## src/bpred_macros.svh

```systemverilog
/* sizing for the branch target buffer; BTB_N_SETS must be a power of two, 2 or more
   tag bits sit just above the index, higher PC bits are dropped so aliasing can happen */

`ifndef BPRED_MACROS_SVH
`define BPRED_MACROS_SVH

// PC and target width
`define WORD_SIZE 32

// sets in the buffer, two ways each
`define BTB_N_SETS 16

// 8 bits per entry minus the 2 counter bits
`define BTB_TAG_BITS 6

`endif
```

## src/bpred_pkg.sv

```systemverilog
/* shared types of the predictor; index width follows BTB_N_SETS through clog2
   index starts at PC bit 2, tag sits right above the index */

`include "bpred_macros.svh"

package bpred_pkg;

	localparam int BTB_IDX_BITS = $clog2(`BTB_N_SETS);
	localparam int IDX_LSB      = 2;                    // skip byte offset
	localparam int TAG_LSB      = IDX_LSB + BTB_IDX_BITS;

	typedef logic [`WORD_SIZE-1:0]    word_t;          // pc or target
	typedef logic [BTB_IDX_BITS-1:0]  btb_idx_t;       // set select
	typedef logic [`BTB_TAG_BITS-1:0] btb_tag_t;       // partial tag

	// two bit direction counter, msb is the prediction
	typedef enum logic [1:0] {
		ctr_snt = 2'b00, // strongly not taken
		ctr_wnt = 2'b01, // weakly not taken
		ctr_wt  = 2'b10, // weakly taken
		ctr_st  = 2'b11  // strongly taken
	} dir_state_t;

	// flush sweep control
	typedef enum logic {
		fl_idle  = 1'b0,
		fl_sweep = 1'b1
	} flush_state_t;

endpackage

```

## src/branch_predictor.sv

```systemverilog
/* two way BTB predictor top; fetch lookup is combinational, training lands next cycle
   flush clears one set per cycle with busy high, no handshakes anywhere */

module branch_predictor (
	input  logic             CLK,
	input  logic             nRST,
	input  bpred_pkg::word_t current_pc,
	input  logic             is_branch,
	input  logic             is_rv32c,
	output logic             predict_taken,
	output bpred_pkg::word_t target_addr,
	input  logic             update_predictor,
	input  bpred_pkg::word_t pc_to_update,
	input  bpred_pkg::word_t update_addr,
	input  logic             branch_result,
	input  logic             flush,
	output logic             busy
);
	import bpred_pkg::*;

	btb_idx_t   rd_idx_a, rd_idx_b, wr_idx, sweep_idx;
	logic       wr_en;
	logic       rd_valid_a [2], rd_valid_b [2], wr_valid [2];
	btb_tag_t   rd_tag_a [2], rd_tag_b [2], wr_tag [2];
	word_t      rd_target_a [2], rd_target_b [2], wr_target [2];
	dir_state_t rd_ctr_a [2], rd_ctr_b [2], wr_ctr [2];

	btb_storage i_btb_storage (.CLK, .nRST, .rd_idx_a, .rd_idx_b, .wr_en, .wr_idx,
		.wr_valid, .wr_tag, .wr_target, .wr_ctr,
		.rd_valid_a, .rd_tag_a, .rd_target_a, .rd_ctr_a,
		.rd_valid_b, .rd_tag_b, .rd_target_b, .rd_ctr_b);

	// fetch side, reads port a
	btb_lookup i_btb_lookup (.current_pc, .is_branch, .is_rv32c, .busy,
		.rd_valid_a, .rd_tag_a, .rd_target_a, .rd_ctr_a,
		.rd_idx_a, .predict_taken, .target_addr);

	// execute side training and sweep writes, reads port b
	btb_update i_btb_update (.update_predictor, .pc_to_update, .update_addr,
		.branch_result, .busy, .sweep_idx,
		.rd_valid_b, .rd_tag_b, .rd_target_b, .rd_ctr_b,
		.rd_idx_b, .wr_en, .wr_idx, .wr_valid, .wr_tag, .wr_target, .wr_ctr);

	btb_flush_ctrl i_btb_flush_ctrl (.CLK, .nRST, .flush, .busy, .sweep_idx);

endmodule

```

## src/btb_flush_ctrl.sv

```systemverilog
/* flush sweep, busy for exactly BTB_N_SETS cycles starting the edge after flush
   a flush strobe seen while sweeping is ignored */

`include "bpred_macros.svh"

module btb_flush_ctrl (
	input  logic                CLK,
	input  logic                nRST,
	input  logic                flush,
	output logic                busy,
	output bpred_pkg::btb_idx_t sweep_idx
);
	import bpred_pkg::*;

	localparam btb_idx_t LAST_IDX = btb_idx_t'(`BTB_N_SETS - 1);

	flush_state_t state_q;
	btb_idx_t     cnt_q; // set being cleared

	always_ff @(posedge CLK, negedge nRST) begin
		if (!nRST) begin
			state_q <= fl_idle;
			cnt_q   <= '0;
		end else begin
			case (state_q)
				fl_idle: begin
					if (flush) begin
						state_q <= fl_sweep;
						cnt_q   <= '0; // start from set 0
					end
				end
				fl_sweep: begin
					cnt_q <= cnt_q + btb_idx_t'(1);
					if (cnt_q == LAST_IDX) begin
						state_q <= fl_idle; // last set written this edge
					end
				end
				default: begin
					state_q <= fl_idle;
				end
			endcase
		end
	end

	assign busy      = (state_q == fl_sweep);
	assign sweep_idx = cnt_q;

	// a sweep never ends early
	a_busy_fall_last: assert property (@(posedge CLK) disable iff (!nRST)
		$fell(busy) |-> ($past(sweep_idx) == LAST_IDX))
		else $error("btb_flush_ctrl: busy dropped before the last set");

endmodule

```

## src/btb_update.sv

```systemverilog
/* training write path, one resolved branch per cycle, victim is always way 1
   during a flush sweep the update strobe is dropped and an empty set is written */

`include "bpred_macros.svh"

module btb_update (
	input  logic                  update_predictor,
	input  bpred_pkg::word_t      pc_to_update,
	input  bpred_pkg::word_t      update_addr,
	input  logic                  branch_result,
	input  logic                  busy,
	input  bpred_pkg::btb_idx_t   sweep_idx,
	input  logic                  rd_valid_b [2],
	input  bpred_pkg::btb_tag_t   rd_tag_b [2],
	input  bpred_pkg::word_t      rd_target_b [2],
	input  bpred_pkg::dir_state_t rd_ctr_b [2],
	output bpred_pkg::btb_idx_t   rd_idx_b,
	output logic                  wr_en,
	output bpred_pkg::btb_idx_t   wr_idx,
	output logic                  wr_valid [2],
	output bpred_pkg::btb_tag_t   wr_tag [2],
	output bpred_pkg::word_t      wr_target [2],
	output bpred_pkg::dir_state_t wr_ctr [2]
);
	import bpred_pkg::*;

	btb_tag_t   upd_tag;
	logic [1:0] match;    // per way tag hit
	logic       way_sel;  // way being trained
	dir_state_t base_ctr;
	dir_state_t next_ctr;
	logic [1:0] way_diff; // ways that change on this write

	function automatic dir_state_t next_dir(input dir_state_t cur, input logic taken);
		case (cur)
			ctr_snt: next_dir = taken ? ctr_wnt : ctr_snt;
			ctr_wnt: next_dir = taken ? ctr_st : ctr_snt;
			ctr_wt:  next_dir = taken ? ctr_st : ctr_snt;
			default: next_dir = taken ? ctr_st : ctr_wt; // ctr_st
		endcase
	endfunction

	assign rd_idx_b = pc_to_update[IDX_LSB +: BTB_IDX_BITS];
	assign upd_tag  = pc_to_update[TAG_LSB +: `BTB_TAG_BITS];

	assign match[0] = rd_valid_b[0] && (rd_tag_b[0] == upd_tag);
	assign match[1] = rd_valid_b[1] && (rd_tag_b[1] == upd_tag);

	// matching way, else free way 0, else way 1 (free or victim)
	always_comb begin
		if (match[0])
			way_sel = 1'b0;
		else if (match[1])
			way_sel = 1'b1;
		else if (!rd_valid_b[0])
			way_sel = 1'b0;
		else
			way_sel = 1'b1;
	end

	// new allocation trains from strongly not taken
	assign base_ctr = (match != 2'b00) ? rd_ctr_b[way_sel] : ctr_snt;
	assign next_ctr = next_dir(base_ctr, branch_result);

	always_comb begin
		wr_en  = 1'b0;
		wr_idx = rd_idx_b;
		for (int w = 0; w < 2; w++) begin // default keep set as read
			wr_valid[w]  = rd_valid_b[w];
			wr_tag[w]    = rd_tag_b[w];
			wr_target[w] = rd_target_b[w];
			wr_ctr[w]    = rd_ctr_b[w];
		end
		if (busy) begin
			wr_en  = 1'b1;
			wr_idx = sweep_idx; // clear the swept set
			for (int w = 0; w < 2; w++) begin
				wr_valid[w]  = 1'b0;
				wr_tag[w]    = '0;
				wr_target[w] = '0;
				wr_ctr[w]    = ctr_snt;
			end
		end else if (update_predictor) begin
			wr_en             = 1'b1;
			wr_valid[way_sel]  = 1'b1;
			wr_tag[way_sel]    = upd_tag;
			wr_target[way_sel] = update_addr; // target always refreshed
			wr_ctr[way_sel]    = next_ctr;
		end
	end

	always_comb begin
		for (int w = 0; w < 2; w++) begin
			way_diff[w] = (wr_valid[w] != rd_valid_b[w]) || (wr_tag[w] != rd_tag_b[w])
				|| (wr_target[w] != rd_target_b[w]) || (wr_ctr[w] != rd_ctr_b[w]);
		end
	end

	// a training write touches one way of the stored set, never both
	always_comb begin
		if (wr_en && !busy) begin
			assert final ($countones(way_diff) <= 1)
				else $error("btb_update: training write changed both ways");
		end
	end

endmodule

```

## src/btb_lookup.sv

```systemverilog
/* zero cycle prediction from the registered set at the fetch index
   way 0 wins a double hit; while busy the fall-through address is returned */

`include "bpred_macros.svh"

module btb_lookup (
	input  bpred_pkg::word_t      current_pc,
	input  logic                  is_branch,
	input  logic                  is_rv32c,
	input  logic                  busy,
	input  logic                  rd_valid_a [2],
	input  bpred_pkg::btb_tag_t   rd_tag_a [2],
	input  bpred_pkg::word_t      rd_target_a [2],
	input  bpred_pkg::dir_state_t rd_ctr_a [2],
	output bpred_pkg::btb_idx_t   rd_idx_a,
	output logic                  predict_taken,
	output bpred_pkg::word_t      target_addr
);
	import bpred_pkg::*;

	btb_tag_t   pc_tag;
	logic       hit0;
	logic       hit1;
	logic       any_hit;
	dir_state_t hit_ctr;
	word_t      hit_target;
	word_t      fall_through;

	// split pc into index and tag
	assign rd_idx_a = current_pc[IDX_LSB +: BTB_IDX_BITS];
	assign pc_tag   = current_pc[TAG_LSB +: `BTB_TAG_BITS];

	// only valid ways can hit
	assign hit0    = rd_valid_a[0] && (rd_tag_a[0] == pc_tag);
	assign hit1    = rd_valid_a[1] && (rd_tag_a[1] == pc_tag);
	assign any_hit = hit0 || hit1;

	// way 0 has priority
	assign hit_ctr    = hit0 ? rd_ctr_a[0] : rd_ctr_a[1];
	assign hit_target = hit0 ? rd_target_a[0] : rd_target_a[1];

	// compressed instr is 2 bytes
	assign fall_through = current_pc + (is_rv32c ? word_t'(2) : word_t'(4));

	always_comb begin
		predict_taken = 1'b0; // miss or sweep in progress
		if (any_hit && is_branch && !busy) begin
			predict_taken = hit_ctr[1]; // counter msb
		end
		target_addr = predict_taken ? hit_target : fall_through;
	end

endmodule

```

## src/btb_storage.sv

```systemverilog
/* BTB_N_SETS x 2 way entry array, whole set written per cycle
   two combinational read ports, everything cleared by nRST */

`include "bpred_macros.svh"

module btb_storage (
	input  logic                    CLK,
	input  logic                    nRST,
	input  bpred_pkg::btb_idx_t     rd_idx_a,
	input  bpred_pkg::btb_idx_t     rd_idx_b,
	input  logic                    wr_en,
	input  bpred_pkg::btb_idx_t     wr_idx,
	input  logic                    wr_valid [2],
	input  bpred_pkg::btb_tag_t     wr_tag [2],
	input  bpred_pkg::word_t        wr_target [2],
	input  bpred_pkg::dir_state_t   wr_ctr [2],
	output logic                    rd_valid_a [2],
	output bpred_pkg::btb_tag_t     rd_tag_a [2],
	output bpred_pkg::word_t        rd_target_a [2],
	output bpred_pkg::dir_state_t   rd_ctr_a [2],
	output logic                    rd_valid_b [2],
	output bpred_pkg::btb_tag_t     rd_tag_b [2],
	output bpred_pkg::word_t        rd_target_b [2],
	output bpred_pkg::dir_state_t   rd_ctr_b [2]
);
	import bpred_pkg::*;

	logic       valid_q  [`BTB_N_SETS][2];
	btb_tag_t   tag_q    [`BTB_N_SETS][2];
	word_t      target_q [`BTB_N_SETS][2];
	dir_state_t ctr_q    [`BTB_N_SETS][2];

	always_ff @(posedge CLK, negedge nRST) begin
		if (!nRST) begin
			for (int s = 0; s < `BTB_N_SETS; s++) begin
				for (int w = 0; w < 2; w++) begin
					valid_q[s][w]  <= 1'b0; // all entries empty
					tag_q[s][w]    <= '0;
					target_q[s][w] <= '0;
					ctr_q[s][w]    <= ctr_snt;
				end
			end
		end else if (wr_en) begin
			for (int w = 0; w < 2; w++) begin // both ways of one set
				valid_q[wr_idx][w]  <= wr_valid[w];
				tag_q[wr_idx][w]    <= wr_tag[w];
				target_q[wr_idx][w] <= wr_target[w];
				ctr_q[wr_idx][w]    <= wr_ctr[w];
			end
		end
	end

	// port a feeds lookup, port b feeds update
	always_comb begin
		for (int w = 0; w < 2; w++) begin
			rd_valid_a[w]  = valid_q[rd_idx_a][w];
			rd_tag_a[w]    = tag_q[rd_idx_a][w];
			rd_target_a[w] = target_q[rd_idx_a][w];
			rd_ctr_a[w]    = ctr_q[rd_idx_a][w];
			rd_valid_b[w]  = valid_q[rd_idx_b][w];
			rd_tag_b[w]    = tag_q[rd_idx_b][w];
			rd_target_b[w] = target_q[rd_idx_b][w];
			rd_ctr_b[w]    = ctr_q[rd_idx_b][w];
		end
	end

	// index from update or sweep logic must be clean when writing
	a_wr_idx_known: assert property (@(posedge CLK) disable iff (!nRST)
		wr_en |-> !$isunknown(wr_idx))
		else $error("btb_storage: write index has unknown bits");

endmodule

```

## config.mk

```make
export PLATFORM = sky130hd
export DESIGN_NAME = branch_predictor
export DESIGN_NICKNAME = d
export VERILOG_FILES = /design/src/bpred_pkg.sv /design/src/branch_predictor.sv /design/src/btb_flush_ctrl.sv /design/src/btb_update.sv /design/src/btb_lookup.sv /design/src/btb_storage.sv
export VERILOG_INCLUDE_DIRS = /design/src
export SDC_FILE = /design/constraint.sdc
export NUM_CORES = 2
export LEC_CHECK = 0
export BUFFER_PORTS_ARGS = -buffer_cell sky130_fd_sc_hd__buf_4
export CAP_MARGIN = 20
export CORE_MARGIN = 4
export CORE_UTILIZATION = 60
export CTS_CLUSTER_DIAMETER = 200
export DETAILED_ROUTE_END_ITERATION = 7
export HOLD_SLACK_MARGIN = 0.05
export PLACE_DENSITY = 0.77
export SYNTH_ARGS = -nofsm -noshare
export SYNTH_HDL_FRONTEND = slang
export SYNTH_SLANG_ARGS = --single-unit
```

## constraint.sdc

```tcl
create_clock -name CLK -period 6.6 [get_ports CLK]
set_clock_uncertainty 0.1 [all_clocks]
set_input_delay 1.32 -clock CLK [delete_from_list [all_inputs] [get_ports CLK]]
set_output_delay 1.32 -clock CLK [all_outputs]
set_load 0.02 [all_outputs]
```

# [After elaboration in Yosys (flattened, before gate mapping)]
# Index checks and enable logic that the tools add are counted.
[classes] n_lt_le_gt_ge=6 mux=91 bitwise_logic=6 eq_ne=8 n_div=0 n_addsub=2 mul=0 n_shift=0 n_reduce_logical=13
[op_table] op="1024-bit bitwise mux" count=2
[op_table] op="64-bit binary-select mux with 4-bit select" count=2
[op_table] op="64-bit demux with 4-bit select" count=2
[op_table] op="64-bit two-way mux" count=7
[op_table] op="192-bit bitwise mux" count=2
[op_table] op="64-bit bitwise mux" count=3
[op_table] op="32-bit two-way mux" count=4
[op_table] op="12-bit binary-select mux with 4-bit select" count=2
[op_table] op="12-bit demux with 4-bit select" count=2
[op_table] op="12-bit two-way mux" count=7
[op_table] op="32-bit bitwise mux" count=2
[op_table] op="4-bit two-way mux" count=9
[op_table] op="32-bit adder" count=1
[op_table] op="4-bit binary-select mux with 4-bit select" count=2
[op_table] op="32-bit demux with 1-bit select" count=1
[op_table] op="4-bit demux with 4-bit select" count=2
[op_table] op="2-bit two-way mux" count=15
[op_table] op="6-bit == test" count=4
[op_table] op="2-bit binary-select mux with 4-bit select" count=2
[op_table] op="2-bit demux with 4-bit select" count=2
[op_table] op="5-bit >= comparator (second input constant)" count=3
[op_table] op="4-bit NOT with 5-bit output" count=3
[op_table] op="12-bit bitwise mux" count=1
[op_table] op="1-bit two-way mux" count=12
[op_table] op="26 further kinds" count=34
[word_totals] mem_bits_ro=0 reg_bits=1317 memories=0 latchBits=0 ram_bits=0

# [Longest topological paths before layout]
[logic_depth] word_depth=21 ltp_mapped=20 mapped_depth_nobuf=14

# [By module]
# From an unflattened synthesis, not the netlist that was laid out.
[hier_totals] cells_unflattened=4705 area_unflattened_um2=71240.8
[by_module_without_submodules] mod="btb_storage" area_each_um2=67484.7 instances=1 cells_each=4236
[by_module_without_submodules] mod="btb_update" area_each_um2=1970.6 instances=1 cells_each=264
[by_module_without_submodules] mod="btb_lookup" area_each_um2=1559.0 instances=1 cells_each=186
[by_module_without_submodules] mod="btb_flush_ctrl" area_each_um2=226.5 instances=1 cells_each=19

# [Worst setup path before layout]
# Ideal clock, no wire load.
[synth_path] path_type="input to output" start="in current_pc[2]" end="out target_addr[5]" setup_slack_ps=872 arrival_ps=4308 required_time_ps=5180 path_stages=15 n_path_buf=5 path_cell_list="buf_2 -> buf_6 -> buf_6 -> buf_4 -> mux2i_1 -> a22oi_1 -> a21oi_1 -> nor3_1 -> nand4b_1 -> or3_1 -> buf_2 -> a31oi_2 -> inv_2 -> or2_0 -> a32oi_1"
[synth_via] elab_chain_len=11 word_cells_on_any_way=25 classes_between="1 x add/sub; 2 x eq/ne; 16 x mux; 1 x bitwise; 5 x reduce/logical"
[synth_lines] element="start, declared" line_no="branch_predictor.sv:7" text="input bpred_pkg::word_t current_pc,"
[synth_lines] element="4-bit NOT with 5-bit output (not written as such) *" line_no="btb_storage.sv:56, btb_storage.sv:57, btb_storage.sv:59"
[synth_lines] element="12-bit binary-select mux with 4-bit select" line_no="btb_storage.sv:57" text="rd_tag_a[w] = tag_q[rd_idx_a][w];"
[synth_lines] element="12-bit two-way mux (not written as such) (2 in a row)" line_no="btb_storage.sv:57"
[synth_lines] element="6-bit == test, on equally long branches" line_no="btb_lookup.sv:34, btb_lookup.sv:35"
[synth_lines] element="1-bit logical AND, on equally long branches" line_no="btb_lookup.sv:34, btb_lookup.sv:35"
[synth_lines] element="1-bit logical OR" line_no="btb_lookup.sv:36" text="assign any_hit = hit0 || hit1;"
[synth_lines] element="1-bit logical AND (2 in a row)" line_no="btb_lookup.sv:47" text="if (any_hit && is_branch && !busy) begin"
[synth_lines] element="1-bit two-way mux *" line_no="btb_lookup.sv:47"
[synth_lines] element="named net predict_taken" line_no="branch_predictor.sv:10" text="output logic predict_taken,"
[synth_lines] element="32-bit two-way mux *" line_no="btb_lookup.sv:50" text="target_addr = predict_taken ? hit_target : fall_through;"
[synth_lines] element="end, declared" line_no="branch_predictor.sv:11" text="output bpred_pkg::word_t target_addr,"
# The timed path passes the listed nets; every way through them passes the cells marked *. The select of a mux whose other input is x is not followed.

# [Worst setup path after layout]
[layout_path] start="in current_pc[2]" end="out target_addr[31]"
[layout_via] elab_chain_len=11 word_cells_on_any_way=25 classes_between="1 x add/sub; 2 x eq/ne; 16 x mux; 1 x bitwise; 5 x reduce/logical"
[layout_lines] element="4-bit NOT with 5-bit output (not written as such)"
[layout_lines] element="12-bit binary-select mux with 4-bit select" line_no="btb_storage.sv:57"
[layout_lines] element="12-bit two-way mux (not written as such) (2 in a row)" line_no="btb_storage.sv:57"
[layout_lines] element="6-bit == test, on equally long branches" line_no="btb_lookup.sv:34, btb_lookup.sv:35"
[layout_lines] element="1-bit logical AND, on equally long branches" line_no="btb_lookup.sv:34, btb_lookup.sv:35"
[layout_lines] element="1-bit logical OR" line_no="btb_lookup.sv:36"
[layout_lines] element="1-bit logical AND (2 in a row)" line_no="btb_lookup.sv:47"
[layout_lines] element="1-bit two-way mux" line_no="btb_lookup.sv:47"
[layout_lines] element="32-bit two-way mux *" line_no="btb_lookup.sv:50"
# Mark *: on every way between the ends. The rest lies on a longest branch, timed or not. The select of a mux whose other input is x is not followed.

==> key figures <==
Run status
  – Outcome: finished clean

Routing
  – Via Count: 55,100
  – Routed Antenna Nets: 0
  – Residual DRC count: 0
  – Pre-Repair DR Iteration Count: 8
  – First DRT Iteration DRCs: 7,943
  – Drt via density: 7.36
  – Wire per inst: 31.9 um
  – Routed wire length: 238,000 um

Global routing
  – First-pass GRT wire length: 357,000 um
  – Largest net degree at the start of global routing: 157
  – Total gr overflow: 0
  – Vias in the first global route: 55,900
  – Global Route Usage Sum: 39.7%
  – Initial antenna violation count: 8

Hold path
  – Hold Crit Depth: 2
  – Worst Hold Class: flop to flop
  – HP Start: i_btb_storage.ctr_q[2]
  – Hold endpoint: i_btb_storage.ctr_q[2]

Floorplanning
  – Die area: 121,000 um^2
  – Initial Utilization: 60.6%
  – Row count: 124
  – Die Wd: 348 um
  – Core area: 115,000 um^2
  – I/O Pins: 137
  – Die H: 348 um

STA
  – Final hold vios: 0
  – Worst setup slack after layout: 0.0159 ns
  – Fin. max-slew vios: 0
  – Unrepaired setup endpoints after global routing: no
  – Tmin final: 6.58 ns
  – Relative slew slack: 14.4%
  – Final Setup Violations: 0
  – Worst-Margin Slew: 1.28 ns
  – Final Cycle Share: 99.8%
  – Setup_tns: 0 ns
  – Maximum clock rate: 152 MHz

Logic synthesis
  – Mapped Area: 69,500 um^2
  – Async SR Flop Fraction: 100%
  – Dominant cell type by area after synthesis: dfrtp_1
  – Distinct cell type count after synthesis: 73
  – Post-Syn Nets: 6,070
  – Sequential fraction of the synthesis area: 47.4%
  – Top_reg_cell synth: dfrtp_1
  – Synth Instances: 5,962
  – Synthesized area per cell: 11.7 um^2
  – Post-synth EDFFs: 0
  – Synthesis-stage register bit count: 1,317
  – Synth area leaders: dfrtp_1, mux4_2, o21ai_0
  – Synth top area share: 47.4%
  – Synth warnings: 0

Setup path
  – R2R cell count: 11
  – R2R Path End: i_btb_storage.target_q[795]
  – Startpoint Class: primary input
  – Crit Path Max Fanout: 31
  – Reg2Reg Setup Slack: 2.25 ns
  – CP required: 5.18 ns
  – Crit path kind: primary input to output port
  – Crit path DAT: 5.16 ns
  – CP endpoint kind: output port
  – Reg-to-Reg Start: i_btb_storage.tag_q[71]

Placed design
  – Buffers on Ports: 114
  – GP Congestion: 0.920
  – DP HPWL: 132,000 um
  – Dpl ws: 0.0987 ns
  – Area post-placement: 71,800 um^2

Clock network
  – # H-tree levels: 4
  – Latest clock arrival within the worst-skew pair: 0.77 ns
  – Hold buffer count at CTS: 0
  – CTS Buffer Depth: 3
  – CTS buffer count: 138
  – Postcts setup bufs: 0
  – CTS clk-pin slew, worst paths: 0.06 ns
  – Root Driver: clkbuf_16
  – Clk sinks: 1,317
  – CTS tree: built

Cells and area
  – Final nets: 5,965
  – Commonest non-fill, non-tap cell in the layout: nand2_1
  – Register area: 33,000 um^2
  – Area growth syn-to-layout: 10.3%
  – Most frequent cells in the layout: nand2_1, dfrtp_1, o21ai_0, mux4_2, buf_4
  – Multi-input logic area: 33,900 um^2
  – Layout cells sized above 1: 24.8%
  – Fillers: 7,836
  – Cell area after layout: 76,700 um^2

Flow run
  – Max_cap viols: 0

Power
  – Pwr per Cell Area: 373 nW/um^2
  – Peak VDD IR: 0.000298 V
  – Leakage power: 0.0324 uW
==> critical path, stage by stage <==
cell,delay [ns]
buf_8,0.28
buf_4,0.25
buf_4,0.26
buf_4,0.45
fa_1,0.33
and2_1,0.22
nand3_1,0.20
nor3_2,0.17
buf_4,0.29
nand3_1,0.13
xnor2_1,0.15
buf_4,0.17
nand2_1,0.23
o221ai_1,0.37
buf_4,0.28
==> routing by layer <==
metal | routed length, um | track usage (%)
met1 | 79300 | 51.9
met2 | 103000 | 56.4
met3 | 39500 | 16.6
met4 | 16400 | 22.5
met5 | 272 | 1.81
==> sequential cells by signal, summed over array words and instances, names as in the netlist <==
signal                      cells
i_btb_storage.valid_q          32
i_btb_storage.ctr_q            64
i_btb_flush_ctrl.sweep_idx      4
i_btb_storage.tag_q           192
i_btb_storage.target_q       1024
i_btb_flush_ctrl.busy           1
==> worst max-delay path by stage <==
stage / slack, ns / cells past startpoint / startpoint / end
2_1_floorplan: 0.87 / 15 / current_pc[2] / target_addr[5]
3_3_place_gp: 0.07 / 15 / current_pc[2] / target_addr[24]
3_5_place_dp: 0.1 / 12 / current_pc[2] / target_addr[17]
4_1_cts: 0.09 / 12 / current_pc[2] / target_addr[17]
5_1_grt: 0.02 / 15 / current_pc[2] / target_addr[31]
6_report: 0.02 / 15 / current_pc[2] / target_addr[31]
==> report_power, final <==
| group | switching (uW) | total, uW | internal [uW] |
|---|---|---|---|
| clock network | 3360 | 8200 | 4840 |
| registers | 1720 | 12000 | 10200 |
| logic | 5070 | 8470 | 3400 |
==> stage by stage <==
stage	util [%]	std cells	hold WS, ns	power (uW)
3_5_place_dp	62.6	7226	0.366	20100
2_1_floorplan	-	5962	0.345	17200
6_report	66.9	7484	0.378	28600
3_3_place_gp	62.6	7226	0.356	19600
5_1_grt	66.9	7477	0.405	29700
4_1_cts	66.8	7474	0.380	28300
==> layout make-up <==
cell class	instances	share of cell area [%]
diodes	7	0.0228
clock buffers	196	5.40
clock inverters	52	0.816
inverters	17	0.0963
multi-input cells	4052	44.2
flip-flops and latches	1317	43.0
well taps	1512	2.47
repair buffers	331	3.99
==> cells in the mapped netlist (3+ instances only) <==
| library cell | n |
|---|---|
| nand2_1 | 1453 |
| dfrtp_1 | 1317 |
| o21ai_0 | 1235 |
| mux4_2 | 736 |
| clkbuf_1 | 381 |
| mux2i_1 | 113 |
| buf_2 | 71 |
| o21ai_2 | 60 |
| nor2_1 | 50 |
| a21oi_1 | 46 |
| buf_6 | 44 |
| mux2i_4 | 43 |
| xnor2_1 | 43 |
| o21ai_1 | 37 |
| clkbuf_2 | 35 |
| nand3_1 | 33 |
| a22o_1 | 27 |
| buf_4 | 21 |
| buf_1 | 17 |
| or2_2 | 15 |
| inv_1 | 13 |
| mux2_2 | 13 |
| and3_1 | 11 |
| nor2b_1 | 11 |
| nor3_1 | 10 |
| o221ai_1 | 10 |
| xor2_1 | 9 |
| a221oi_1 | 6 |
| a22oi_1 | 6 |
| mux2_4 | 6 |
| a31oi_1 | 5 |
| buf_12 | 5 |
| nand2b_1 | 5 |
| nor4_1 | 5 |
| o211ai_1 | 5 |
| ha_1 | 4 |
| inv_2 | 4 |
| o32ai_1 | 4 |
| a21o_1 | 3 |
| a31o_2 | 3 |
| o31ai_1 | 3 |
==> repair_timing <==
action | CTS | global route
endpoints found under the setup margin | 0 | 11
resized for setup | 0 | 9
hold endpoints to repair | 0 | 0
==> kinds of logic (layout without fill, tap and decap cells) <==
group                      after synthesis  in the layout  share of synthesized area [%]
adders and majority gates                5              5                          0.101
other                                    0              7                              0
buffers and inverters                  593            596                           4.13
and+or+nand+nor                       1615           1615                           9.12
xor gates and xnor gates                52             52                          0.655
AOI/OAI and AO/OA                     1469           1469                           11.4
DFF                                   1317           1317                           47.4
muxes                                  911            911                           27.2
(Power assumes the default switching activity.)
